## config.mk

```make
export PLATFORM = sky130hd
export DESIGN_NAME = lmem_bank
export DESIGN_NICKNAME = d
export VERILOG_FILES = /design/src/hw/lmem_pkg.sv /design/src/hw/lmem_bank.sv
export VERILOG_INCLUDE_DIRS = /design/src /design/src/hw
export SDC_FILE = /design/constraint.sdc
export NUM_CORES = 2
export LEC_CHECK = 0
export BUFFER_PORTS_ARGS = -buffer_cell sky130_fd_sc_hd__buf_4
export CORE_MARGIN = 2
export CORE_UTILIZATION = 57
export DETAILED_ROUTE_END_ITERATION = 6
export GPL_TIMING_DRIVEN = 1
export PLACE_DENSITY = 0.84
export SYNTH_ARGS = -nofsm -noshare
export SYNTH_HDL_FRONTEND = slang
export SYNTH_SLANG_ARGS = --single-unit
```

## constraint.sdc

```tcl
create_clock -name clk -period 1.9 [get_ports clk]
set_clock_uncertainty 0.05 [all_clocks]
set_input_delay 0.095 -clock clk [delete_from_list [all_inputs] [get_ports clk]]
set_output_delay 0.095 -clock clk [all_outputs]
set_load 0.02 [all_outputs]
```

## src/hw/lmem_consts.svh

```systemverilog
// **************************************************
// Sizing constants for the shared local memory unit
// Include in every file that sizes ports or arrays
// **************************************************

`ifndef LMEM_CONSTS_SVH
`define LMEM_CONSTS_SVH

`define LMEM_NUM_LANES   4
// Must stay a power of two so the low address bits select the bank
`define LMEM_NUM_BANKS   4
`define LMEM_BANK_DEPTH  64
`define LMEM_ADDR_W      8
`define LMEM_WORD_W      32
`define LMEM_TAG_W       8
`define LMEM_GADDR_W     32

`define LMEM_BANK_SEL_W  2
`define LMEM_ROW_W       6
`define LMEM_LANE_W      2
`define LMEM_BYTEEN_W    4

`endif
```

## src/hw/lmem_pkg.sv

```systemverilog
// **************************************************
// Request, response and bank beat types of the local
// memory unit, shared by the RTL and the testbench
// **************************************************

`include "lmem_consts.svh"

package lmem_pkg;

    typedef logic [`LMEM_NUM_LANES-1:0] lane_mask_t;

    typedef struct packed {
        lane_mask_t                                        mask;
        logic                                              rw;
        logic [`LMEM_NUM_LANES-1:0][`LMEM_BYTEEN_W-1:0]    byteen;
        logic [`LMEM_NUM_LANES-1:0][`LMEM_GADDR_W-1:0]     addr;
        lane_mask_t                                        is_local;
        logic [`LMEM_NUM_LANES-1:0][`LMEM_WORD_W-1:0]      data;
        logic [`LMEM_TAG_W-1:0]                            tag;
    } req_t;

    typedef struct packed {
        lane_mask_t                                        mask;
        logic [`LMEM_NUM_LANES-1:0][`LMEM_WORD_W-1:0]      data;
        logic [`LMEM_TAG_W-1:0]                            tag;
    } rsp_t;

    // One lane's access to one scratchpad bank
    typedef struct packed {
        logic                        rw;
        logic [`LMEM_BYTEEN_W-1:0]   byteen;
        logic [`LMEM_ROW_W-1:0]      row;
        logic [`LMEM_WORD_W-1:0]     data;
        logic [`LMEM_LANE_W-1:0]     lane;
    } bank_req_t;

    typedef struct packed {
        logic [`LMEM_WORD_W-1:0]     data;
        logic [`LMEM_LANE_W-1:0]     lane;
    } bank_rsp_t;

endpackage

```

## src/hw/lmem_bank.sv

```systemverilog
// **************************************************
// One scratchpad bank with byte-enabled writes and
// read data returned one cycle after the access
// **************************************************

`timescale 1ns/1ns

`include "lmem_consts.svh"

module lmem_bank (
    input  logic                clk,
    input  logic                rst_n,
    input  logic                en,
    input  lmem_pkg::bank_req_t req,
    output logic                rsp_valid,
    output lmem_pkg::bank_rsp_t rsp
);

    logic [`LMEM_WORD_W-1:0] mem [`LMEM_BANK_DEPTH];

    always_ff @(posedge clk) begin
        if (en && req.rw) begin
            for (int i = 0; i < `LMEM_BYTEEN_W; i++) begin
                if (req.byteen[i]) begin
                    mem[req.row][i*8 +: 8] <= req.data[i*8 +: 8];
                end
            end
        end
        if (en && !req.rw) begin
            rsp.data <= mem[req.row];
            rsp.lane <= req.lane;
        end
    end

    always_ff @(posedge clk or negedge rst_n) begin
        if (!rst_n) begin
            rsp_valid <= 1'b0;
        end else begin
            rsp_valid <= en && !req.rw;
        end
    end

endmodule

```

==> metrics.yaml <==
synthFlopType: "edfxtp_1"
maxSlewHeadroom_pct: 34.02
regArea_mm2: 0.06255
grt_use_total_pct: 36.24
drtIter0Drc: 11040
grt-ovfl-total: 0
yosys.area_share.xor_xnor_pct: 0
tightestPinTransition_ps: 985.4
critPathMaxStageDelay_ps: 440
port_buffers: 82
cp_slowest_cell: "edfxtp_1"
root_buffer: "clkbuf_16"
cp.required_ps: 2420
yosys.area_share.adder_pct: 0
rsz0062_at_grt: "yes"
fin_cells: 7504
hold_ws_ps: 46.12
gp_congestion: 1.031
grt_antenna_before_repair: 22
layout_common_cells: "edfxtp_1 (2,082), buf_4 (803), nor2_1 (357)"
synth-edff-count: 2082
timing.final.ws_setup_ps: -236.4
fmaxAchievable_ghz: 0.4681
hp-start: "req[42]"
die_w_um: 378.2
fillers: 7989
path_buf_inv: 1
synth_area_mm2: 0.07983
rows: 137
grt_pass1_wl_um: 366800
core_area_mm2: 0.1392
critPathLaunchType: "register"
final_common_cell: "edfxtp_1"
crit_path_max_fanout: 1
end_kind: "register"
routedWlPerCell_um: 35.02
placed_cells: 7108
layout-drive-gt1-share_pct: 27.56
min_path_type: "in2reg"
boundaryPins: 83
synth-simple-area-share_pct: 3.696
drtPass1Iterations: 7
grt_max_degree: 74
cts_buffers: 194
via_per_inst: 7.095
drtAntennaViolNets: 0
irDropWorstVdd_uv: 718.8
fin_nets: 5513
remaining_drc_errors: 15
synthArstFlopShare_pct: 0.04801
crit_chain: "a221oi_2 -> nor3_1 -> nor4_2 -> buf_4 -> o21ai_0 -> nand4b_1"
crit_path_start: "mem[16][5]"
synth_compound_area_share_pct: 10.74
seq_area_frac_synth_pct: 78.35
final_max_slew_viol_count: 0
power_density_mw_per_mm2: 977.7
synth_cell_type_count: 47
critical_path_depth: 6
path_delay_family: "simple AND/OR/NAND/NOR gates"
cts_buffer_depth: 3
wirelength_um: 262800
num_vias: 53240
hold_depth: 5
finalSetupViolCount: 29
max-cap-violations: 0
crit_arrival_ps: 2660
h-tree-depth: 4
cts_tree: "done"
finalCritPeriodShare_pct: 112.4
multi_input_area_mm2: 0.01685
ys_ff_latch: 2083
critical_path_class: "reg2reg"
dieArea_mm2: 0.1431
syn-num-nets: 4685
die_h_um: 378.2
dpl.hpwl_um: 166800
violations: "design-rule violations, negative setup slack"
synth_top_family_by_area: "compound AO/OA/AOI/OAI gates"
synthMuxAreaShare_pct: 5.257
syn_avg_cell_area_um2: 17.21
area_growth_syn_to_layout_pct: 21.40
initial_core_util_pct: 57.35
post-cts-setup-buffers: 0
run_status: "complete, but fails checks"
p_leak_nw: 31.95
cts_sinks: 2083
period_minus_slack_ps: 2136
clock_latency_ps: 860
clk_pin_slew_ps: 70
synth_warnings: 0
hold_viol_final: 0
reg2regPathDepth: 6
syn_inst: 4637
regToRegStartpoint: "mem[16][5]"
grt_pass1_vias: 52130
## metal layers
layer,global-route usage [%],up-vias,part of all wire [%]
met1,44.74,25700,31
met2,54.50,5523,44
met5,0.5146,-,0.12
met3,14.15,1282,17
met4,21.18,24,8.0
li1,-,20710,-
## flip-flops by register name, indices dropped and copies added, names as in the netlist
signal and flops:
mem 2048, rsp 34, rsp_valid 1
## Yosys cell counts, types with 19 or more instances
cell      instances  share of area, %
edfxtp_1       2082                78
nor2_1          402               1.9
a22oi_1         348               3.3
a221oi_1        234               2.6
mux2i_1         210               2.6
clkbuf_1        184              0.87
o22ai_1         166               1.3
nand2_1         122              0.57
a21oi_1         104              0.65
buf_2           104              0.65
mux2_2           90               1.3
o21ai_0          72              0.45
nor3_1           67              0.42
mux4_2           48               1.4
a211oi_1         44              0.41
a22o_1           44              0.48
buf_1            43              0.20
o221ai_1         34              0.37
nor4_1           28              0.22
buf_4            19              0.18
## worst min-delay path, cell delays in order
cell	delay, ps
buf_4	80
nand3_2	90
buf_12	200
nor2_1	140
buf_4	170
## area by class of cell
cell class | count | area share, %
sequential | 2083 | 64.54
multi-input combinational | 2199 | 17.39
timing repair buffer | 985 | 9.422
clock buffer | 243 | 5.243
tap | 1876 | 2.422
clock inverter | 104 | 0.9361
antenna | 12 | 0.03099
inverter | 2 | 0.01291
## where the power goes
| part | leakage [nW] | internal (mW) | switching (mW) |
|---|---|---|---|
| clock | 2.91 | 20.7 | 16.9 |
| combinational | 10.3 | 2.17 | 4.09 |
| sequential | 18.7 | 50.7 | 0.156 |
| total | 32.0 | 73.6 | 21.2 |
## final timing paths
check	slack, ps	to
max in group asynchronous	1100	rsp_valid
worst max register to register	-240	rsp[7]
worst min register to register	660	rsp[24]
worst max-delay path	-240	rsp[7]
min in group asynchronous	600	rsp_valid
worst min-delay path	50	mem[13][17]
## cell families (layout without fill, tap and decap cells)
logic type	Yosys count	after routing
buffers and inverters	355	1334
AO/OA/AOI/OAI	1162	1162
AND/OR/NAND/NOR	689	689
other	0	12
flip-flops	2083	2083
multiplexers	348	348
## metrics by stage
step           setup TNS (ps)  setup slack [ps]  total power, mW  cell area [um^2]  utilization (%)
4_1_cts                -519.1            -147.6            94.16             96460            69.30
3_3_place_gp          -514770            -894.7            57.25             89580            64.36
6_report                -1830            -236.4            94.74             96910            69.62
3_5_place_dp          -558910            -929.6            57.43             89580            64.36
5_1_grt                 -2304            -244.9            96.34             96880            69.61
2_1_floorplan         -141410            -179.1            54.20             79940                -
## what timing repair did
action | 4_1_cts | 5_1_grt
hold endpoints to repair | 2090 | 0
resized for setup | 93 | 88
hold buffers | 43 | 0
endpoints found under the setup margin | 36 | 37
pin swaps | 22 | 43
Power figures use the tool's default switching activity.
