[src/hw/lmem_consts.svh]
// **************************************************
// Sizing constants for the shared local memory unit
// Include in every file that sizes ports or arrays
// **************************************************

`ifndef LMEM_CONSTS_SVH
`define LMEM_CONSTS_SVH

`define LMEM_NUM_LANES   4
// Must stay a power of two so the low address bits select the bank
`define LMEM_NUM_BANKS   4
`define LMEM_BANK_DEPTH  64
`define LMEM_ADDR_W      8
`define LMEM_WORD_W      32
`define LMEM_TAG_W       8
`define LMEM_GADDR_W     32

`define LMEM_BANK_SEL_W  2
`define LMEM_ROW_W       6
`define LMEM_LANE_W      2
`define LMEM_BYTEEN_W    4

`endif
[src/hw/lmem_pkg.sv]
// **************************************************
// Request, response and bank beat types of the local
// memory unit, shared by the RTL and the testbench
// **************************************************

`include "lmem_consts.svh"

package lmem_pkg;

    typedef logic [`LMEM_NUM_LANES-1:0] lane_mask_t;

    typedef struct packed {
        lane_mask_t                                        mask;
        logic                                              rw;
        logic [`LMEM_NUM_LANES-1:0][`LMEM_BYTEEN_W-1:0]    byteen;
        logic [`LMEM_NUM_LANES-1:0][`LMEM_GADDR_W-1:0]     addr;
        lane_mask_t                                        is_local;
        logic [`LMEM_NUM_LANES-1:0][`LMEM_WORD_W-1:0]      data;
        logic [`LMEM_TAG_W-1:0]                            tag;
    } req_t;

    typedef struct packed {
        lane_mask_t                                        mask;
        logic [`LMEM_NUM_LANES-1:0][`LMEM_WORD_W-1:0]      data;
        logic [`LMEM_TAG_W-1:0]                            tag;
    } rsp_t;

    // One lane's access to one scratchpad bank
    typedef struct packed {
        logic                        rw;
        logic [`LMEM_BYTEEN_W-1:0]   byteen;
        logic [`LMEM_ROW_W-1:0]      row;
        logic [`LMEM_WORD_W-1:0]     data;
        logic [`LMEM_LANE_W-1:0]     lane;
    } bank_req_t;

    typedef struct packed {
        logic [`LMEM_WORD_W-1:0]     data;
        logic [`LMEM_LANE_W-1:0]     lane;
    } bank_rsp_t;

endpackage

[src/hw/lmem_rsp_arb.sv]
// **************************************************
// Round-robin merge of local and global responses,
// grant held until the granted response transfers
// **************************************************

`timescale 1ns/1ns

module lmem_rsp_arb (
    input  logic           clk,
    input  logic           rst_n,
    input  logic           lrsp_valid,
    output logic           lrsp_ready,
    input  lmem_pkg::rsp_t lrsp,
    input  logic           grsp_valid,
    output logic           grsp_ready,
    input  lmem_pkg::rsp_t grsp,
    output logic           rsp_valid,
    input  logic           rsp_ready,
    output lmem_pkg::rsp_t rsp
);

    // Select value 1 means the global input
    logic sel;
    logic locked;
    logic lock_sel;
    logic last_sel;

    always_comb begin
        if (locked) begin
            sel = lock_sel;
        end else if (lrsp_valid && grsp_valid) begin
            sel = ~last_sel;
        end else begin
            sel = grsp_valid;
        end
    end

    assign rsp_valid  = sel ? grsp_valid : lrsp_valid;
    assign rsp        = sel ? grsp : lrsp;
    assign lrsp_ready = rsp_ready && !sel;
    assign grsp_ready = rsp_ready && sel;

    always_ff @(posedge clk or negedge rst_n) begin
        if (!rst_n) begin
            locked   <= 1'b0;
            lock_sel <= 1'b0;
            last_sel <= 1'b1;
        end else begin
            locked   <= rsp_valid && !rsp_ready;
            lock_sel <= sel;
            if (rsp_valid && rsp_ready) begin
                last_sel <= sel;
            end
        end
    end

endmodule

[config.mk]
export PLATFORM = sky130hd
export DESIGN_NAME = lmem_rsp_arb
export DESIGN_NICKNAME = d
export VERILOG_FILES = /design/src/hw/lmem_pkg.sv /design/src/hw/lmem_rsp_arb.sv
export VERILOG_INCLUDE_DIRS = /design/src /design/src/hw
export SDC_FILE = /design/constraint.sdc
export NUM_CORES = 1
export LEC_CHECK = 0
export ABC_AREA = 1
export BUFFER_PORTS_ARGS = -buffer_cell sky130_fd_sc_hd__buf_4
export CAP_MARGIN = 0
export CORE_AREA = 2 2 165 167
export DETAILED_ROUTE_END_ITERATION = 16
export DIE_AREA = 0 0 167 169
export HOLD_SLACK_MARGIN = 0.05
export PLACE_DENSITY = 0.3
export SLEW_MARGIN = 15
export SYNTH_ARGS = -nofsm -noshare
export SYNTH_HDL_FRONTEND = slang
export SYNTH_SLANG_ARGS = --single-unit
[constraint.sdc]
create_clock -name clk -period 1.58 [get_ports clk]
set_clock_uncertainty 0.15 [all_clocks]
set_input_delay 0.079 -clock clk [delete_from_list [all_inputs] [get_ports clk]]
set_output_delay 0.079 -clock clk [all_outputs]
set_load 0.05 [all_outputs]
==> flow_metrics.tcl <==
set metrics [dict create \
    seq_area_frac_synth_pct 3.97 \
    synth_area_um2 1920 \
    cp_common_cell "nand2_2" \
    drt_pass1_iterations 4 \
    drive_gt1_share_pct 74.5 \
    max_stage_delay_ns 0.52 \
    worst-slew-pin-transition_ns 0.171 \
    synth_edf_count 0 \
    avgSynthCellArea_um2 4.07 \
    arrival_ns 1.65 \
    critPathCaptureType "primary output" \
    synth_area_leader_cell "nand2_1" \
    antenna_left 0 \
    htree_levels 1 \
    globalRouteTotalUtil_pct 11.1 \
    cts_buffers 3 \
    ys_top_cells_by_count "nand2_1 (426), buf_2 (18), buf_4 (10)" \
    die_area_um2 28200 \
    reg2regPathDepth 9 \
    routed_wl_um 17600 \
    route.detailed.drc 0 \
    gp_congestion 0.728 \
    post-synth-top-count-cell "nand2_1" \
    whs_ns 0.108 \
    dp_hpwl_um 14600 \
    period_share_pct 119 \
    cts_tree "built" \
    yosysTopAreaCellShare_pct 83.3 \
    syn_nets 757 \
    ff2ff_setup_slack_ns 0.07 \
    hold_viol_final 0 \
    status "complete, but fails checks" \
    pwr-share-seq_pct 1.4 \
    clockBufferDepth 2 \
    worstHoldEndpoint "locked" \
    worstReg2RegEnd "last_sel" \
    rows 60 \
    synth_cell_type_count 15 \
    p_sw_mw 3.91 \
    via_per_inst 3.59 \
    rsz0062_at_grt "yes" \
    synth_cells 472 \
    synth-seq-cells 3 \
    place_area_um2 6120 \
    hold_depth 4 \
    io-pin-count 428 \
    root_buffer "clkbuf_16" \
    netlist_top_cells_area "nand2_1 (83%), buf_2 (4.7%), buf_4 (3.9%)" \
    grt_max_degree 28 \
    n_antenna_cell 0 \
    syn_to_final_growth_pct 316 \
    final_cells 1262 \
    grt_pass1_wl_um 25100 \
    holdCritStartpoint "grsp_valid" \
    crit_fanout 9 \
    critical-path-top-delay-family "buffers and inverters" \
    cp_slowest_cell "dfstp_2" \
    place_inst 1238 \
    cp_num_buf_inv 4 \
    hp-class "input port to flop" \
    comb_power_share_pct 93.2 \
    finish.instance_area_um2 8000 \
    insertion_delay_ns 0.22 \
    vias 4529 \
    start_util_pct 7.25 \
    final_util_pct 30.2 \
    core_area_um2 26500 \
    overflow 0 \
    p_sw_share_pct 53.6 \
    finalNetCount 1207 \
    synth_warnings 0 \
    die_y_um 169 \
    intPower_mw 3.38 \
    setup_viol 142 \
    clk_pin_slew_ns 0.03 \
    pre_cts_slack_ns -0.116 \
    maxCapViolCount 0 \
    r2r-start "last_sel" \
    power_frac_clock_pct 5.4 \
    worstSetupStartpointType "flop" \
    max_freq_mhz 531 \
    die_w_um 167 \
    slew_headroom_pct 88.6 \
    grt_antenna_before_repair 0 \
    async_flop_share_pct 100 \
    final.setup.tns_ns -36.69 \
    violations "negative setup slack" \
    clkSinkCount 3 \
    min_period_ns 1.88 \
    io_buffer_count 427 \
    slew_viol_final 0 \
    wl_per_cell_um 13.9 \
    ys.flop_type "dfrtp_1" \
    drtIter0Drc 80 \
    grt_pass1_vias 4627 \
    cp.required_ns 1.35 \
    worst-path-stages 9 \
    critPathKind "flop to primary output" \
    total_leakage_power_nw 4.29 \
    post-route-worst-setup-slack_ns -0.303 \
    worst_ir_drop_vdd_v 0.000386 \
    power.density_nw_per_um2 911 \
    cp_cell_sequence "nand2_2 > nand3_4 > nand2_8 > clkinv_8 > buf_12 > clkbuf_16 > nand2_4 > nand2_2 > buf_8" \
    fin_total_pwr_mw 7.29 \
]
==> worst max-delay path by stage <==
stage | to | from
2_1_floorplan | rsp[100] | last_sel
3_3_place_gp | rsp[32] | last_sel
3_5_place_dp | rsp[76] | last_sel
4_1_cts | rsp[76] | last_sel
5_1_grt | rsp[96] | last_sel
6_report | rsp[117] | last_sel
==> worst register-to-register path, cell delays in order, from the launching register on <==
cell	delay, ns
dfstp_2	0.52
nand2_2	0.06
nand3_4	0.09
nand2_8	0.08
clkinv_8	0.08
buf_12	0.16
buf_8	0.14
nor2_4	0.04
nand2_1	0.06
nand2_1	0.05
==> power by group through the flow <==
stage,Combinational [mW],Sequential (mW),Clock (mW)
floorplan,3.26,0.0962,0
global placement,5.34,0.0970,0
detailed placement,5.30,0.0968,0
CTS,6.29,0.0961,0.403
global route,7.13,0.102,0.416
finish,6.79,0.100,0.396
==> cell families after synthesis <==
kind of cell  Yosys count  synth area share, %
simple gates          434                 85.7
buf+inv                35                 10.4
flops                   3                 3.97
==> per-layer routing <==
| layer | track usage (%) | vias to the layer above | part of all wire, % |
|---|---|---|---|
| met3 | 2.45 | 10 | 8.3 |
| met4 | 1.80 | 0 | 0.98 |
| met1 | 11.7 | 1984 | 36 |
| li1 | - | 2286 | - |
| met2 | 22.7 | 249 | 55 |
| met5 | 0 | - | 0 |
==> flip-flops by register name, summed over array words and instances, names as in the netlist <==
signal    count
last_sel      1
lock_sel      1
locked        1
==> placed cells by master (no fill, tap or decap), types with 2 or more instances in the layout <==
cell           netlist  final
dfrtp_1              2      2
nand2_2              1    173
nand3_1              2      2
buf_8                0    147
buf_12               0     16
buf_4               10    288
dlygate4sd3_1        0      4
buf_6                1     14
nand2_1            426    222
clkbuf_16            0      9
inv_1                4      3
nor2_4               0      2
nand2_4              0     31
==> repair_timing <==
item / CTS / global route
hold buffers: 4 / 0
gates cloned: 0 / 7
endpoints found under the setup margin: 142 / 144
buffers inserted: 4 / 5
pin swaps: 0 / 23
endpoints found under the hold margin: 5 / 0
gates resized for setup: 263 / 147
==> cell type report <==
cell class	instances	area [um2]
clock buffer	4	78.8
multi-input combinational	434	2350
fill	2906	18500
timing repair buffer	475	5040
inverter	5	31.3
tap	341	427
sequential	3	76.3
No activity file was read; power rests on OpenSTA's default activity.
