--- src/hw/lmem_consts.svh ---
// **************************************************
// Sizing constants for the shared local memory unit
// Include in every file that sizes ports or arrays
// **************************************************

`ifndef LMEM_CONSTS_SVH
`define LMEM_CONSTS_SVH

`define LMEM_NUM_LANES   4
// Must stay a power of two so the low address bits select the bank
`define LMEM_NUM_BANKS   4
`define LMEM_BANK_DEPTH  64
`define LMEM_ADDR_W      8
`define LMEM_WORD_W      32
`define LMEM_TAG_W       8
`define LMEM_GADDR_W     32

`define LMEM_BANK_SEL_W  2
`define LMEM_ROW_W       6
`define LMEM_LANE_W      2
`define LMEM_BYTEEN_W    4

`endif
--- src/hw/lmem_pkg.sv ---
// **************************************************
// Request, response and bank beat types of the local
// memory unit, shared by the RTL and the testbench
// **************************************************

`include "lmem_consts.svh"

package lmem_pkg;

    typedef logic [`LMEM_NUM_LANES-1:0] lane_mask_t;

    typedef struct packed {
        lane_mask_t                                        mask;
        logic                                              rw;
        logic [`LMEM_NUM_LANES-1:0][`LMEM_BYTEEN_W-1:0]    byteen;
        logic [`LMEM_NUM_LANES-1:0][`LMEM_GADDR_W-1:0]     addr;
        lane_mask_t                                        is_local;
        logic [`LMEM_NUM_LANES-1:0][`LMEM_WORD_W-1:0]      data;
        logic [`LMEM_TAG_W-1:0]                            tag;
    } req_t;

    typedef struct packed {
        lane_mask_t                                        mask;
        logic [`LMEM_NUM_LANES-1:0][`LMEM_WORD_W-1:0]      data;
        logic [`LMEM_TAG_W-1:0]                            tag;
    } rsp_t;

    // One lane's access to one scratchpad bank
    typedef struct packed {
        logic                        rw;
        logic [`LMEM_BYTEEN_W-1:0]   byteen;
        logic [`LMEM_ROW_W-1:0]      row;
        logic [`LMEM_WORD_W-1:0]     data;
        logic [`LMEM_LANE_W-1:0]     lane;
    } bank_req_t;

    typedef struct packed {
        logic [`LMEM_WORD_W-1:0]     data;
        logic [`LMEM_LANE_W-1:0]     lane;
    } bank_rsp_t;

endpackage

--- src/hw/lmem_elastic_buf.sv ---
// **************************************************
// Two-entry valid/ready FIFO with registered output,
// payload type chosen by parameter
// **************************************************

`timescale 1ns/1ns

module lmem_elastic_buf #(
    parameter type payload_t = lmem_pkg::req_t
) (
    input  logic     clk,
    input  logic     rst_n,
    input  logic     in_valid,
    output logic     in_ready,
    input  payload_t in_data,
    output logic     out_valid,
    input  logic     out_ready,
    output payload_t out_data
);

    payload_t   mem [2];
    logic       wr_ptr;
    logic       rd_ptr;
    logic [1:0] count;
    logic       push;
    logic       pop;

    assign in_ready  = (count != 2'd2);
    assign out_valid = (count != 2'd0);
    assign out_data  = mem[rd_ptr];
    assign push      = in_valid && in_ready;
    assign pop       = out_valid && out_ready;

    always_ff @(posedge clk) begin
        if (push) begin
            mem[wr_ptr] <= in_data;
        end
    end

    always_ff @(posedge clk or negedge rst_n) begin
        if (!rst_n) begin
            wr_ptr <= 1'b0;
            rd_ptr <= 1'b0;
            count  <= 2'd0;
        end else begin
            if (push) begin
                wr_ptr <= ~wr_ptr;
            end
            if (pop) begin
                rd_ptr <= ~rd_ptr;
            end
            // Simultaneous push and pop leave the fill level unchanged
            count <= count + {1'b0, push} - {1'b0, pop};
        end
    end

endmodule

--- config.mk ---
export PLATFORM = sky130hd
export DESIGN_NAME = lmem_elastic_buf
export DESIGN_NICKNAME = d
export VERILOG_FILES = /design/src/hw/lmem_pkg.sv /design/src/hw/lmem_elastic_buf.sv
export VERILOG_INCLUDE_DIRS = /design/src /design/src/hw
export SDC_FILE = /design/constraint.sdc
export NUM_CORES = 1
export LEC_CHECK = 0
export BUFFER_PORTS_ARGS = -buffer_cell sky130_fd_sc_hd__buf_4
export CAP_MARGIN = 0
export CORE_AREA = 3 3 229 231
export CTS_CLUSTER_DIAMETER = 60
export CTS_CLUSTER_SIZE = 24
export DETAILED_ROUTE_END_ITERATION = 10
export DIE_AREA = 0 0 232 234
export PLACE_DENSITY = 0.69
export SYNTH_ARGS = -nofsm -noshare
export SYNTH_HDL_FRONTEND = slang
export SYNTH_SLANG_ARGS = --single-unit
export TNS_END_PERCENT = 20
--- constraint.sdc ---
create_clock -name clk -period 14.4 [get_ports clk]
set_clock_uncertainty 0.2 [all_clocks]
set_input_delay 2.16 -clock clk [delete_from_list [all_inputs] [get_ports clk]]
set_output_delay 2.16 -clock clk [all_outputs]
set_load 0.01 [all_outputs]
==> results.md <==
- The initial utilization of the core area, before any placement, comes to 0.4260.
- The biggest area contributor in the post-synthesis netlist is sky130_fd_sc_hd__edfxtp_1.
- The hold-fix buffer count after cts is 0.
- The first global-routing pass estimated 70.44 mm of wire.
- The static leakage is 10.55 nW.
- Row generation in the floorplan step produced 82 rows.
- For this run, the leading register cell type out of synthesis is sky130_fd_sc_hd__edfxtp_1.
- The vias after detailed routing is 10,750.
- The cell sitting at the root of the clock tree is a sky130_fd_sc_hd__clkbuf_16.
- The number of max-slew violations in the final report came to 0.
- The number of fillers in the final layout is 3,931.
- For this run, design rule violations remaining after detail routing come to 0.
- The post-route setup TNS is 0 ns.
- Counting every net in the synthesized netlist gives 1,211.
- The worst-case IR drop observed on VDD is 0.1598 mV.
- Of the total power, the share spent switching nets is 0.2918.
- The synthesized design contains 578 enable-type register cells.
- The all-layer global routing usage is 0.1733.
- The data required time at the worst endpoint is 12.04 ns.
- The longest clock path from root to sink contains 3 buffers.
- The clock-pin slew reported for the worst setup and hold paths after clock tree synthesis is 0.08 ns.
- The power density over the cells is 199.0 nW/um^2.
- Data arrives at the worst endpoint at 3.60 ns.
- Setup repair after global routing left no endpoint under its margin.
- The routed design has 48.73 mm of wire.
- The critical path's most frequent cell is sky130_fd_sc_hd__buf_4.
- Of all flip-flops after synthesis, the portion carrying an async set or reset was 0.006873.
- The share of layout cells above drive strength 1 is 0.6154.
- The type of destination of the critical path is an output port.
- From bottom edge to top edge, the die measures 234 um.
- Counting every instance in the synthesized netlist gives 916.
- The chip width is 232 um.
- The top-level I/O count is 584.
- The average wire per standard cell is 21.95 um.
- Ranked by total cell area, the synthesized netlist is headed by sky130_fd_sc_hd__edfxtp_1, sky130_fd_sc_hd__mux2_2, sky130_fd_sc_hd__mux2_4, sky130_fd_sc_hd__buf_6, sky130_fd_sc_hd__buf_2.
- Once layout is complete, the utilization of the core stands at 0.5554.
- The clock latency on the worst-skew pair is 0.55 ns.
- From synthesis to final layout, the design area changed by 30.39%.
- The detailed router finished its first iteration with 780 violations.
- The routability congestion estimate from global placement is 0.8146.
- The hold violation count in the final report was 0.
- In the finished design, the share of the clock period the worst path needs comes to 0.4140.
- By count the netlist is led by sky130_fd_sc_hd__edfxtp_1, sky130_fd_sc_hd__mux2_2, sky130_fd_sc_hd__mux2_4.
- For hold timing, the worst endpoint is count[0].
- TritonCTS built the clock tree.
- The critical-path cell with the highest stage delay is sky130_fd_sc_hd__dfrtp_4.
- Along the worst hold path, the cell count comes to 1.
- The share of the synthesized area in the top cell type is 0.8105.
- The number of setup violations in the final report is 0.
- The number of detailed-routing iterations run before antenna repair is 4.
- CTS built an H-tree with a depth of 2.
- The transition at the pin with the smallest max-transition slack is 1.309 ns.
- The largest single stage delay on the critical path is 0.72 ns.
- Using the TritonRoute via totals, the vias-per-cell ratio works out to 4.841.
- Entering global routing, the biggest net connects 150 pins.
- The setup path with the least slack is of type flop to output port.
- The maximum clock frequency is 0.1677 GHz.
- The number of setup buffers added after CTS is 0.
- The initial antenna violation count is 1.
- The number of gates resized after CTS was 0.
- The sequential fraction of design power is 0.436.
- The share of the Yosys chip area taken by registers is 0.8152.
- The count of maximum capacitance violations is 0.
- The area of the die is 54,290 sq um.
- Once detailed placement completed, the half-perimeter wirelength came to 34.00 mm.
- Counting flops and latches in the post-synthesis netlist gives 582.
- The signal on the critical path passes through buf_4, buf_12, mux2_2, buf_4.
- Of the total power, combinational logic draws 0.346.
- The number of cells traversed by the worst register-to-register path is 5.
- The number of sinks handled by clock tree synthesis is 582.
- By instance count, the leading cell after synthesis is sky130_fd_sc_hd__edfxtp_1.
- The path class of the tightest hold or removal check is flop to flop.
- The total global routing overflow is 0.
- The critical-path maximum fanout is 144.
- The worst setup path is launched from a flop.
- Cell internal power was estimated by the tool at 3.936 mW.
- The number of buffer cells added on primary ports is 583.
- The number of synthesis warnings is 0.
- The count of nets left with antenna violations once routing finished came out at 0.
- The number of different library cells used by synthesis comes to 17.
- The average cell area after synthesis is 23.38 sq um.
- The area of the core is 50,270 sq um.
- The run finished with clean final reports.
- The startpoint of the lowest-slack hold path is count[0].
- The number of global-route vias before repair is 11,240.
- The cell area after synthesis is 21,410 sq um.
- The reported net switching power is 1.622 mW.
- The number of clock buffers added by TritonCTS is 39.
- The routed design could run at a clock period as short as 5.962 ns.
- The count of nets after finishing is 1,812.
- The register-to-register setup slack is 10.94 ns.
- The worst slew margin relative to its limit is 0.1274.
- The endpoint of the lowest-slack register-to-register path is mem[0][214].
- Of the total power, the clock network draws 0.219.
- In this run the critical register-to-register path is launched from count[1].
[critical path: cells and delay by family, from the launching register on]
family | cells | cell delay, ns
buf+inv | 3 | 1.34
flops | 1 | 0.72
mux | 1 | 0.44
[routing by layer]
layer | up-vias | track usage | share of wire
met5 | - | 0 | 0
met2 | 454 | 0.2967 | 0.50
li1 | 4855 | - | -
met1 | 5355 | 0.1993 | 0.37
met4 | 0 | 0.06352 | 0.032
met3 | 83 | 0.06535 | 0.098
[power by group through the flow]
stage | sequential (mW) | clock, mW | combinational (mW)
floorplan | 2.53 | 0 | 1.10
global placement | 2.45 | 0 | 1.93
detailed placement | 2.46 | 0 | 1.94
CTS | 2.42 | 1.25 | 1.95
global route | 2.46 | 1.31 | 2.04
finish | 2.42 | 1.22 | 1.92
[metrics by stage]
stage	instance area (sq um)	power, mW	std cells	hold slack, ns	setup WS [ns]
2_1_floorplan	21420	3.631	916	0.2788	3.935
3_3_place_gp	26510	4.379	2148	0.2945	9.110
3_5_place_dp	26510	4.402	2148	0.3056	9.099
4_1_cts	27920	5.625	2219	0.3244	8.457
5_1_grt	27920	5.809	2219	0.3453	8.322
6_report	27920	5.558	2220	0.3197	8.438
[final cells by class]
| class | instances | area, sq um | share of cell area |
|---|---|---|---|
| flip-flops and latches | 582 | 17460 | 0.6253 |
| repair buffers | 592 | 4469 | 0.1601 |
| multi-input cells | 301 | 3735 | 0.1338 |
| clock buffers | 42 | 1030 | 0.03688 |
| well taps | 672 | 840.8 | 0.03011 |
| clock inverters | 29 | 381.6 | 0.01367 |
| inverters | 1 | 3.754 | 0.0001344 |
| diodes | 1 | 2.502 | 0.00008962 |
[worst max-delay path by stage]
stage,startpoint,to,slack (ns),cells after the start
floorplan,in_valid,mem[0][0],3.93,2
global placement,rd_ptr,out_data[24],9.11,4
detailed placement,rd_ptr,out_data[85],9.10,4
CTS,rd_ptr,out_data[85],8.46,4
global route,rd_ptr,out_data[83],8.32,4
finish,rd_ptr,out_data[84],8.44,4
[sequential cells by signal, indices dropped and copies added, names as in the netlist]
name	count
count	2
rd_ptr	1
mem	578
wr_ptr	1
[cell usage in the layout (no fill, tap or decap), types with 2 or more instances in the layout]
| cell | instances |
|---|---|
| sky130_fd_sc_hd__dfrtp_1 | 3 |
| sky130_fd_sc_hd__ha_1 | 2 |
| sky130_fd_sc_hd__mux2_4 | 100 |
| sky130_fd_sc_hd__clkbuf_16 | 41 |
| sky130_fd_sc_hd__clkinvlp_4 | 3 |
| sky130_fd_sc_hd__clkinv_1 | 3 |
| sky130_fd_sc_hd__mux2_2 | 189 |
| sky130_fd_sc_hd__inv_6 | 4 |
| sky130_fd_sc_hd__bufinv_16 | 5 |
| sky130_fd_sc_hd__buf_12 | 2 |
| sky130_fd_sc_hd__xnor2_1 | 3 |
| sky130_fd_sc_hd__edfxtp_1 | 578 |
| sky130_fd_sc_hd__buf_4 | 590 |
| sky130_fd_sc_hd__clkinv_4 | 6 |
| sky130_fd_sc_hd__inv_8 | 4 |
| sky130_fd_sc_hd__clkinv_8 | 3 |
[logic make-up (layout without fill, tap and decap cells)]
kind of cell,after synthesis,in the layout,synth area share
other cells,0,1,0
flops,582,582,0.8152
buf+inv,33,664,0.01098
simple gates,6,6,0.001520
xor+xnor,4,4,0.001636
fa+ha+maj,2,2,0.001168
mux,289,289,0.1695
No activity file was read; power rests on OpenSTA's default activity.
