File: src/hw/lmem_consts.svh
// **************************************************
// Sizing constants for the shared local memory unit
// Include in every file that sizes ports or arrays
// **************************************************

`ifndef LMEM_CONSTS_SVH
`define LMEM_CONSTS_SVH

`define LMEM_NUM_LANES   4
// Must stay a power of two so the low address bits select the bank
`define LMEM_NUM_BANKS   4
`define LMEM_BANK_DEPTH  64
`define LMEM_ADDR_W      8
`define LMEM_WORD_W      32
`define LMEM_TAG_W       8
`define LMEM_GADDR_W     32

`define LMEM_BANK_SEL_W  2
`define LMEM_ROW_W       6
`define LMEM_LANE_W      2
`define LMEM_BYTEEN_W    4

`endif
File: src/hw/lmem_pkg.sv
// **************************************************
// Request, response and bank beat types of the local
// memory unit, shared by the RTL and the testbench
// **************************************************

`include "lmem_consts.svh"

package lmem_pkg;

    typedef logic [`LMEM_NUM_LANES-1:0] lane_mask_t;

    typedef struct packed {
        lane_mask_t                                        mask;
        logic                                              rw;
        logic [`LMEM_NUM_LANES-1:0][`LMEM_BYTEEN_W-1:0]    byteen;
        logic [`LMEM_NUM_LANES-1:0][`LMEM_GADDR_W-1:0]     addr;
        lane_mask_t                                        is_local;
        logic [`LMEM_NUM_LANES-1:0][`LMEM_WORD_W-1:0]      data;
        logic [`LMEM_TAG_W-1:0]                            tag;
    } req_t;

    typedef struct packed {
        lane_mask_t                                        mask;
        logic [`LMEM_NUM_LANES-1:0][`LMEM_WORD_W-1:0]      data;
        logic [`LMEM_TAG_W-1:0]                            tag;
    } rsp_t;

    // One lane's access to one scratchpad bank
    typedef struct packed {
        logic                        rw;
        logic [`LMEM_BYTEEN_W-1:0]   byteen;
        logic [`LMEM_ROW_W-1:0]      row;
        logic [`LMEM_WORD_W-1:0]     data;
        logic [`LMEM_LANE_W-1:0]     lane;
    } bank_req_t;

    typedef struct packed {
        logic [`LMEM_WORD_W-1:0]     data;
        logic [`LMEM_LANE_W-1:0]     lane;
    } bank_rsp_t;

endpackage

File: src/hw/lmem_rsp_collect.sv
// **************************************************
// Reassembles bank read beats into one response per
// local read and queues it toward the arbiter
// **************************************************

`timescale 1ns/1ns

`include "lmem_consts.svh"

module lmem_rsp_collect (
    input  logic                                        clk,
    input  logic                                        rst_n,
    input  logic                                        hdr_valid,
    input  logic [`LMEM_TAG_W-1:0]                      hdr_tag,
    input  lmem_pkg::lane_mask_t                        hdr_mask,
    input  logic [`LMEM_NUM_BANKS-1:0]                  bank_rsp_valid,
    input  lmem_pkg::bank_rsp_t [`LMEM_NUM_BANKS-1:0]   bank_rsp,
    output logic                                        coll_ready,
    output logic                                        out_valid,
    input  logic                                        out_ready,
    output lmem_pkg::rsp_t                              out_rsp
);

    lmem_pkg::lane_mask_t                           remain;
    lmem_pkg::lane_mask_t                           remain_next;
    lmem_pkg::lane_mask_t                           beat_mask;
    lmem_pkg::lane_mask_t                           open_mask;
    logic [`LMEM_TAG_W-1:0]                         open_tag;
    logic [`LMEM_NUM_LANES-1:0][`LMEM_WORD_W-1:0]   open_data;
    logic [`LMEM_NUM_LANES-1:0][`LMEM_WORD_W-1:0]   merged;
    lmem_pkg::rsp_t                                 push_rsp;
    logic                                           push;

    always_comb begin
        merged    = open_data;
        beat_mask = '0;
        for (int b = 0; b < `LMEM_NUM_BANKS; b++) begin
            if (bank_rsp_valid[b]) begin
                merged[bank_rsp[b].lane]    = bank_rsp[b].data;
                beat_mask[bank_rsp[b].lane] = 1'b1;
            end
        end
    end

    assign remain_next = remain & ~beat_mask;

    // The last beat completes the response, which enters the buffer in that cycle
    assign push = (remain != '0) && (remain_next == '0);

    assign push_rsp.mask = open_mask;
    assign push_rsp.data = merged;
    assign push_rsp.tag  = open_tag;

    always_ff @(posedge clk or negedge rst_n) begin
        if (!rst_n) begin
            remain <= '0;
        end else if (hdr_valid) begin
            remain <= hdr_mask;
        end else begin
            remain <= remain_next;
        end
    end

    always_ff @(posedge clk) begin
        if (hdr_valid) begin
            open_mask <= hdr_mask;
            open_tag  <= hdr_tag;
            open_data <= '0;
        end else begin
            open_data <= merged;
        end
    end

    lmem_elastic_buf #(
        .payload_t (lmem_pkg::rsp_t)
    ) rsp_buf (
        .clk       (clk),
        .rst_n     (rst_n),
        .in_valid  (push),
        .in_ready  (coll_ready),
        .in_data   (push_rsp),
        .out_valid (out_valid),
        .out_ready (out_ready),
        .out_data  (out_rsp)
    );

endmodule

File: src/hw/lmem_elastic_buf.sv
// **************************************************
// Two-entry valid/ready FIFO with registered output,
// payload type chosen by parameter
// **************************************************

`timescale 1ns/1ns

module lmem_elastic_buf #(
    parameter type payload_t = lmem_pkg::req_t
) (
    input  logic     clk,
    input  logic     rst_n,
    input  logic     in_valid,
    output logic     in_ready,
    input  payload_t in_data,
    output logic     out_valid,
    input  logic     out_ready,
    output payload_t out_data
);

    payload_t   mem [2];
    logic       wr_ptr;
    logic       rd_ptr;
    logic [1:0] count;
    logic       push;
    logic       pop;

    assign in_ready  = (count != 2'd2);
    assign out_valid = (count != 2'd0);
    assign out_data  = mem[rd_ptr];
    assign push      = in_valid && in_ready;
    assign pop       = out_valid && out_ready;

    always_ff @(posedge clk) begin
        if (push) begin
            mem[wr_ptr] <= in_data;
        end
    end

    always_ff @(posedge clk or negedge rst_n) begin
        if (!rst_n) begin
            wr_ptr <= 1'b0;
            rd_ptr <= 1'b0;
            count  <= 2'd0;
        end else begin
            if (push) begin
                wr_ptr <= ~wr_ptr;
            end
            if (pop) begin
                rd_ptr <= ~rd_ptr;
            end
            // Simultaneous push and pop leave the fill level unchanged
            count <= count + {1'b0, push} - {1'b0, pop};
        end
    end

endmodule

File: config.mk
export PLATFORM = sky130hd
export DESIGN_NAME = lmem_rsp_collect
export DESIGN_NICKNAME = d
export VERILOG_FILES = /design/src/hw/lmem_pkg.sv /design/src/hw/lmem_rsp_collect.sv /design/src/hw/lmem_elastic_buf.sv
export VERILOG_INCLUDE_DIRS = /design/src /design/src/hw
export SDC_FILE = /design/constraint.sdc
export NUM_CORES = 1
export LEC_CHECK = 0
export ABC_AREA = 1
export BUFFER_PORTS_ARGS = -buffer_cell sky130_fd_sc_hd__buf_2
export CORE_MARGIN = 8
export CORE_UTILIZATION = 40
export CTS_BUF_LIST = sky130_fd_sc_hd__clkbuf_8
export CTS_CLUSTER_DIAMETER = 50
export DETAILED_ROUTE_END_ITERATION = 16
export REMOVE_ABC_BUFFERS = 1
export SLEW_MARGIN = 5
export SYNTH_ARGS = -nofsm -noshare
export SYNTH_HDL_FRONTEND = slang
export SYNTH_HIERARCHICAL = 1
export SYNTH_SLANG_ARGS = --single-unit
File: constraint.sdc
create_clock -name clk -period 9.1 [get_ports clk]
set_input_delay 0.455 -clock clk [delete_from_list [all_inputs] [get_ports clk]]
set_output_delay 0.455 -clock clk [all_outputs]
set_load 0.02 [all_outputs]
==> out/qor.yml, run 1 <==
pre_cts_ws_ns: 4.34
period_share_pct: 45.8
critPathCaptureType: "flip-flop"
criticalPathCategory: "input pin to flip-flop"
globalRouteOverflowTotal: 0
fin_setup_tns_ns: 0
worstPathCellList: "buf_2 > inv_1 > nor2_1 > nand2_2 > inv_2 > nor2_1 > nand3_1 > nand2_1 > nor2_1 > nand3_1 > inv_6 > buf_4"
start_util_pct: 40.4
final_cell_area_um2: 24500
die_height_um: 246
netlist_area_um2: 21200
yosys.area_share.xor_xnor_pct: 0
dieWidth_um: 246
drc: 0
floorplan.rows: 84
path_depth: 12
fin_skew_ns: 0.0312
synthToLayoutAreaGrowth_pct: 15.3
tightestPinTransition_ns: 1.18
cp-start-kind: "input pin"
io_buffers: 297
io-pin-count: 298
grt_antenna_before_repair: 21
place_congestion: 0.855
grt_pass1_vias: 18400
drt_wl_total_mm: 72.1
critPathTopFamily: "buffers and inverters"
worstSkewPairLatency_ns: 0.67
power_frac_clock_pct: 26.9
crit_required_ns: 9.37
yosys.area_share.simple_pct: 31.0
synth_area_leaders: "edfxtp_1 (41%), nand2_1 (20%), dfxtp_1 (12%)"
synth-seq-area-share_pct: 54.4
max_stage_delay_ns: 0.88
grt_use_total_pct: 23.1
period_minus_slack_ns: 4.17
slew_viol_final: 0
grt_pass1_wl_mm: 109
hp-class: "input pin to flip-flop"
cts_buffer_depth: 3
h-tree-depth: 3
power_density_nw_per_um2: 260
hold_ws_ns: 0.0289
synth_compound_area_share_pct: 4.63
core_um2: 52400
setup-violations-final: 0
critPathSlowestCell: "inv_2"
avgRoutedWirePerCell_um: 19.2
ys_types: 23
min_path_cells: 1
postCtsSetupBuffers: 0
post_cts_resized: 0
vias: 19000
setup_ws_ns: 4.93
cts.sinks: 428
drive_above_1_share_pct: 14.7
cts_buffers: 76
drt-initial-drc-count: 1559
syn_area_per_cell_um2: 7.74
dpl.hpwl_mm: 44.8
outcome: "completed"
synth.area.mux_share_pct: 0
internal-power_w: 0.00391
max-cap-violations: 0
place_area_um2: 22900
cts_tree: "done"
switching_share_pct: 38.4
first_pass_iters: 5
comb_power_share_pct: 32.6
timing.critical_path.mode_cell: "nor2_1"
ys_seq_elements: 428
sequentialPowerShare_pct: 40.5
p_leak_nw: 12.1
dieArea_um2: 60600
nets: 3141
clockRootBuffer: "clkbuf_8"
crit_buf_inv: 5
clkSlewWorstSetupHoldPaths_ns: 0.06
synth_top_cell_area_share_pct: 41.3
drtAntennaViolNets: 0
viasPerCell: 5.06
switchingPower_w: 0.00244
hold_viol: 0
synth_top_family_by_area: "simple AND/OR/NAND/NOR gates"
postCtsHoldBufs: 12
relSlewSlack_pct: 21.3
yosys_warnings: 6
fmax_mhz: 240
path_max_fanout: 84
fin_total_pwr_w: 0.00635
peakVddDrop_uv: 179
syn_inst: 2739
r2r_cells: 8
fill_cells: 5214
synth_top_cell_by_area: "edfxtp_1"
synthAdderAreaFrac_pct: 0.118
arrival_ns: 4.44
rsz0062_at_grt: "false"
grt_max_degree: 85
==> final timing paths <==
path                              start                  to  slack (ns)
hold reg to reg             open_tag[1]   rsp_buf/mem[1][1]        0.45
max in group asynchronous         rst_n      rsp_buf/rd_ptr        8.68
setup / recovery           bank_rsp[69]  rsp_buf/mem[0][46]        4.93
min in group asynchronous         rst_n           remain[3]        0.18
hold / removal              hdr_mask[0]        open_mask[0]        0.03
setup reg to reg              remain[2]  rsp_buf/mem[0][46]        6.03
==> stage by stage <==
stage	instances	util, %
2_1_floorplan	2574	-
3_3_place_gp	3581	43.6
3_5_place_dp	3581	43.6
4_1_cts	3731	46.5
5_1_grt	3739	46.6
6_report	3749	46.6
==> layout make-up <==
cell class | instances | area (um2) | share of cell area [%]
diodes | 18 | 45.0 | 0.184
clock buffers | 82 | 1130 | 4.61
clock inverters | 56 | 285 | 1.17
inverters | 314 | 1190 | 4.86
multi-input cells | 1832 | 7630 | 31.2
flip-flops and latches | 428 | 11500 | 47.2
well taps | 688 | 861 | 3.52
repair buffers | 331 | 1780 | 7.28
==> sequential cells by signal, indices dropped and copies added, names as in the netlist <==
signal and count:
rsp_buf/mem 280, open_data 128, open_tag 8, open_mask 4, remain 4, rsp_buf/count 2
rsp_buf/rd_ptr 1, rsp_buf/wr_ptr 1
==> cells by family after synthesis <==
logic type,after synthesis
AO/OA/AOI/OAI,196
flip-flops,428
buffers and inverters,479
AND/OR/NAND/NOR,1634
adder cells (fa/ha/maj),2
==> worst register-to-register path: stages, from the launching register on <==
cell     delay, ns
dfrtp_1       0.39
nand2_1       0.07
nor2_1        0.05
nand3_1       0.12
nand2_1       0.09
nor2_1        0.17
nand3_1       0.20
inv_6         0.64
buf_4         0.89
==> cells in the mapped netlist <==
| library cell | n |
|---|---|
| a21oi_1 | 128 |
| buf_1 | 2 |
| buf_2 | 83 |
| buf_4 | 20 |
| buf_6 | 16 |
| clkbuf_1 | 44 |
| dfrtp_1 | 8 |
| dfxtp_1 | 128 |
| edfxtp_1 | 292 |
| ha_1 | 2 |
| inv_1 | 307 |
| inv_2 | 6 |
| inv_4 | 1 |
| nand2_1 | 1121 |
| nand2_2 | 1 |
| nand3_1 | 172 |
| nand3_2 | 5 |
| nand4_1 | 64 |
| nor2_1 | 267 |
| nor2_4 | 3 |
| nor3_2 | 1 |
| o21ai_0 | 67 |
| o21ai_1 | 1 |
==> layout by cell type, fill, tap and decap left out <==
cell type	instances
inv_6	2
buf_4	23
inv_1	330
dlygate4sd3_1	12
clkinv_1	13
dfrtp_4	1
clkinv_2	9
ha_1	2
nand3_1	169
bufinv_16	2
diode_2	18
clkbuf_8	82
nor3_4	1
inv_2	11
o21ai_1	1
nand2_1	1119
clkinvlp_4	3
buf_2	295
o21ai_0	67
nand2_2	3
nand3_4	2
nor2_4	5
nand3_2	6
buf_6	1
dfrtp_1	7
dfxtp_1	128
nand4_1	64
a21oi_1	128
edfxtp_1	292
nor2_1	265
==> routing by layer <==
metal  wire length, um  up-vias  GRT usage [%]
met5                61        -              0
li1                  -     9144              -
met4              1820       12           9.13
met2             34300      836           37.4
met1             29400     8832           29.8
met3              6460      149           5.05
==> power groups by stage <==
stage | Sequential (W) | Combinational, W | Clock [W]
global route | 0.00260 | 0.00228 | 0.00184
global placement | 0.00260 | 0.00207 | 0
CTS | 0.00257 | 0.00210 | 0.00174
detailed placement | 0.00261 | 0.00209 | 0
floorplan | 0.00268 | 0.00123 | 0
finish | 0.00257 | 0.00207 | 0.00171
Note: power is estimated with default switching activity, not from simulation.
==> run 2: changes to the inputs <==
--- a/config.mk
+++ b/config.mk
@@ -6,7 +6,7 @@
 export SDC_FILE = /design/constraint.sdc
 export NUM_CORES = 1
 export LEC_CHECK = 0
-export ABC_AREA = 1
+export ABC_AREA = 0
 export BUFFER_PORTS_ARGS = -buffer_cell sky130_fd_sc_hd__buf_2
 export CORE_MARGIN = 8
 export CORE_UTILIZATION = 40
==> constraint.sdc (replaced) <==
create_clock -name clk -period 4.2 [get_ports clk]
set_input_delay 0.21 -clock clk [delete_from_list [all_inputs] [get_ports clk]]
set_output_delay 0.21 -clock clk [all_outputs]
set_load 0.02 [all_outputs]
==> out/qor.yml, run 2 <==
outcome: "completed"
yosys.area_share.simple_pct: 9.11  # -22 points
grt_antenna_before_repair: 8  # -62%
comb_power_share_pct: 32.2  # -0.4 points
switchingPower_w: 0.00473  # +94%
viasPerCell: 5.66  # +12%
hp-start: "bank_rsp[36]"
max_flop_register: "rsp_buf/mem"
synth_area_leaders: "edfxtp_1 (44%), dfxtp_1 (13%), mux2_4 (6.8%)"
core_um2: 49700  # -5.3%
avgRoutedWirePerCell_um: 24.7  # +29%
drc: 0  # unchanged
r2r-start: "remain[3]"
period_minus_slack_ns: 2.99
rr_endpoint: "rsp_buf/mem[1][3]"
io_buffers: 297  # unchanged
hold_viol: 0  # unchanged
yosys.area_share.xor_xnor_pct: 0.176  # +0.18 points
tightestPinTransition_ns: 1.08  # -0.0972 ns
synth-seq-area-share_pct: 57.8  # +3.4 points
cts.sinks: 428  # unchanged
fin_total_pwr_w: 0.0140  # +120%
nets: 2185  # -30%
synth_edf_count: 292  # unchanged
synthToLayoutAreaGrowth_pct: 27.3
switching_share_pct: 33.7  # -4.7 points
setup-violations-final: 0  # unchanged
grt_pass1_wl_mm: 101  # -7.2%
fill_cells: 4420  # -15%
cts_buffer_depth: 3  # unchanged
yosysMostFrequentCell: "edfxtp_1"
synth_ff_type: "edfxtp_1"
first_pass_iters: 5  # unchanged
criticalPathCategory: "input pin to flip-flop"
pre_cts_ws_ns: 1.06  # -3.28 ns
syn_area_per_cell_um2: 12.8  # +65%
ys_seq_elements: 428  # unchanged
fin_skew_ns: 0.0293  # -0.00195 ns
worstSkewPairLatency_ns: 0.65  # -0.02 ns
critPathCaptureType: "flip-flop"
drt_wl_total_mm: 68.4  # -5.1%
final_util_pct: 51.1  # +4.5 points
grt_pass1_vias: 16100  # -12%
internal-power_w: 0.00930  # +140%
clkSlewWorstSetupHoldPaths_ns: 0.05  # about the same
netlist_area_um2: 19900  # -5.9%
synth_top_family_by_area: "compound AO/OA/AOI/OAI gates"
power_density_nw_per_um2: 552  # +110%
worstSetupEndpoint: "rsp_buf/mem[1][3]"
vias: 15700  # -17%
dpl.hpwl_mm: 39.7  # -11%
setup_ws_ns: 1.21  # -3.72 ns
p_leak_nw: 10.7  # -12%
yosys-top-cells-count: "edfxtp_1 (292), nand2_1 (133), dfxtp_1 (128)"
arrival_ns: 3.27  # -1.17 ns
synthAdderAreaFrac_pct: 0.125  # +0.0075 points
dpl.cell_count: 2424  # -32%
cp-startpoint: "bank_rsp_valid[1]"
rsz0062_at_grt: "false"
globalRouteOverflowTotal: 0  # unchanged
clockRootBuffer: "clkbuf_8"
ys_async_sr_fraction_pct: 1.87  # unchanged
layout_common_cells: "buf_2 (296), edfxtp_1 (292), dlygate4sd3_1 (195)"
ys_types: 43  # +87%
synth.area.mux_share_pct: 14.4  # +14 points
syn_inst: 1563  # -43%
drive_above_1_share_pct: 29.6  # +15 points
peakVddDrop_uv: 431  # +140%
drtAntennaViolNets: 0  # unchanged
synth_top_cell_by_area: "edfxtp_1"
grt_max_degree: 141  # +66%
io-pin-count: 298  # unchanged
path_max_fanout: 59  # -30%
grt_use_total_pct: 23.3  # +0.18 points
r2r_cells: 5  # -3
cts_buffers: 78  # +2.6%
dieWidth_um: 239  # -2.8%
period_share_pct: 71.2
h-tree-depth: 3  # unchanged
cp-start-kind: "input pin"
stdcell_count: 2768  # -26%
r2r_slack_ns: 1.87  # -4.16 ns
sequentialPowerShare_pct: 40.4  # about the same
yosys_warnings: 6  # unchanged
fmax_mhz: 335
drt-initial-drc-count: 1336  # -14%
max-cap-violations: 0  # unchanged
floorplan.rows: 82  # -2.4%
reg.largest.list: "rsp_buf/mem (280), open_data (128), open_tag (8)"
cts_tree: "done"
synth_compound_area_share_pct: 14.7  # +10 points
start_util_pct: 40.2  # -0.27 points
place_congestion: 0.779  # -8.8%
die_height_um: 239  # -2.8%
relSlewSlack_pct: 27.9  # +6.7 points
synth_top_cell_area_share_pct: 44.0  # +2.6 points
final_common_cell: "buf_2"
dieArea_um2: 57300  # -5.6%
power_frac_clock_pct: 27.5  # +0.6 points
crit_required_ns: 4.48  # -4.89 ns
largest_reg_flops: 280  # unchanged
slew_viol_final: 0  # unchanged
hp-class: "input pin to flip-flop"
## run 2: changes by cell type after synthesis, moves of 136 or more
cell | before | now
inv_1 | 307 | 3
nand2_1 | 1121 | 133
nor2_1 | 267 | 101
nand3_1 | 172 | 36
## run 2: kinds of logic (layout without fill, tap and decap cells)
group,after synthesis,in the layout
buffers and inverters,140,668
and+or+nand+nor,364,364
DFF,428,428
other,0,5
xor gates and xnor gates,4,4
adders and majority gates,2,2
AOI/OAI and AO/OA,389,389
muxes,236,236
## run 2: per-stage QoR
| stage | area [um2] | TNS, ns | hold slack [ns] |
|---|---|---|---|
| floorplan | 19200 | -1004.69 | -0.0856 |
| global placement | 21900 | 0 | 0.0928 |
| detailed placement | 21900 | 0 | 0.0963 |
| CTS | 25400 | 0 | 0.00104 |
| global route | 25400 | 0 | 0.0519 |
| finish | 25400 | 0 | 0.0567 |
## run 2: what timing repair did
action,4_1_cts,5_1_grt
hold buffers,195,0
hold endpoints to repair,355,0
buffers inserted,0,0
gates resized for setup,0,0
## run 2: worst min path at each step
stage | end | slack, ns | depth (start not counted)
after global routing | remain[3] | 0.05 | 4
after CTS | open_data[32] | 0.001 | 4
after global placement | rsp_buf/rd_ptr | 0.09 | 1
final | open_data[32] | 0.06 | 4
after floorplan | remain[0] | -0.09 | 0
after detailed placement | rsp_buf/rd_ptr | 0.1 | 1
## run 2: power by group through the flow
| stage | logic (W) | clock network, W | registers [W] |
|---|---|---|---|
| after floorplan | 0.00290 | 0 | 0.00593 |
| after global placement | 0.00433 | 0 | 0.00573 |
| after detailed placement | 0.00436 | 0 | 0.00575 |
| after CTS | 0.00454 | 0.00393 | 0.00567 |
| after global routing | 0.00476 | 0.00413 | 0.00573 |
| final | 0.00451 | 0.00385 | 0.00566 |
## run 2: routing by layer
metal	share of wire (%)	track usage, %	up-vias
li1	-	-	6948
met1	41	29.7	7802
met2	48	38.1	759
met3	8.2	5.08	145
met4	3.0	9.43	4
met5	0.032	0	-
## run 2: area by class of cell
type | count | area, um2 | area share, %
inverter | 3 | 11.3 | 0.0443
sequential | 428 | 11500 | 45.4
multi-input combinational | 995 | 7780 | 30.6
clock inverter | 55 | 285 | 1.12
tap | 672 | 841 | 3.31
antenna | 5 | 12.5 | 0.0493
clock buffer | 89 | 1220 | 4.82
timing repair buffer | 521 | 3710 | 14.6
## run 2: critical path: stages
cell           delay (ns)
dlygate4sd3_1        0.52
buf_2                0.17
or3b_2               0.47
buf_4                0.32
nand4_1              0.19
and4b_1              0.24
and3_4               0.61
buf_12               0.39
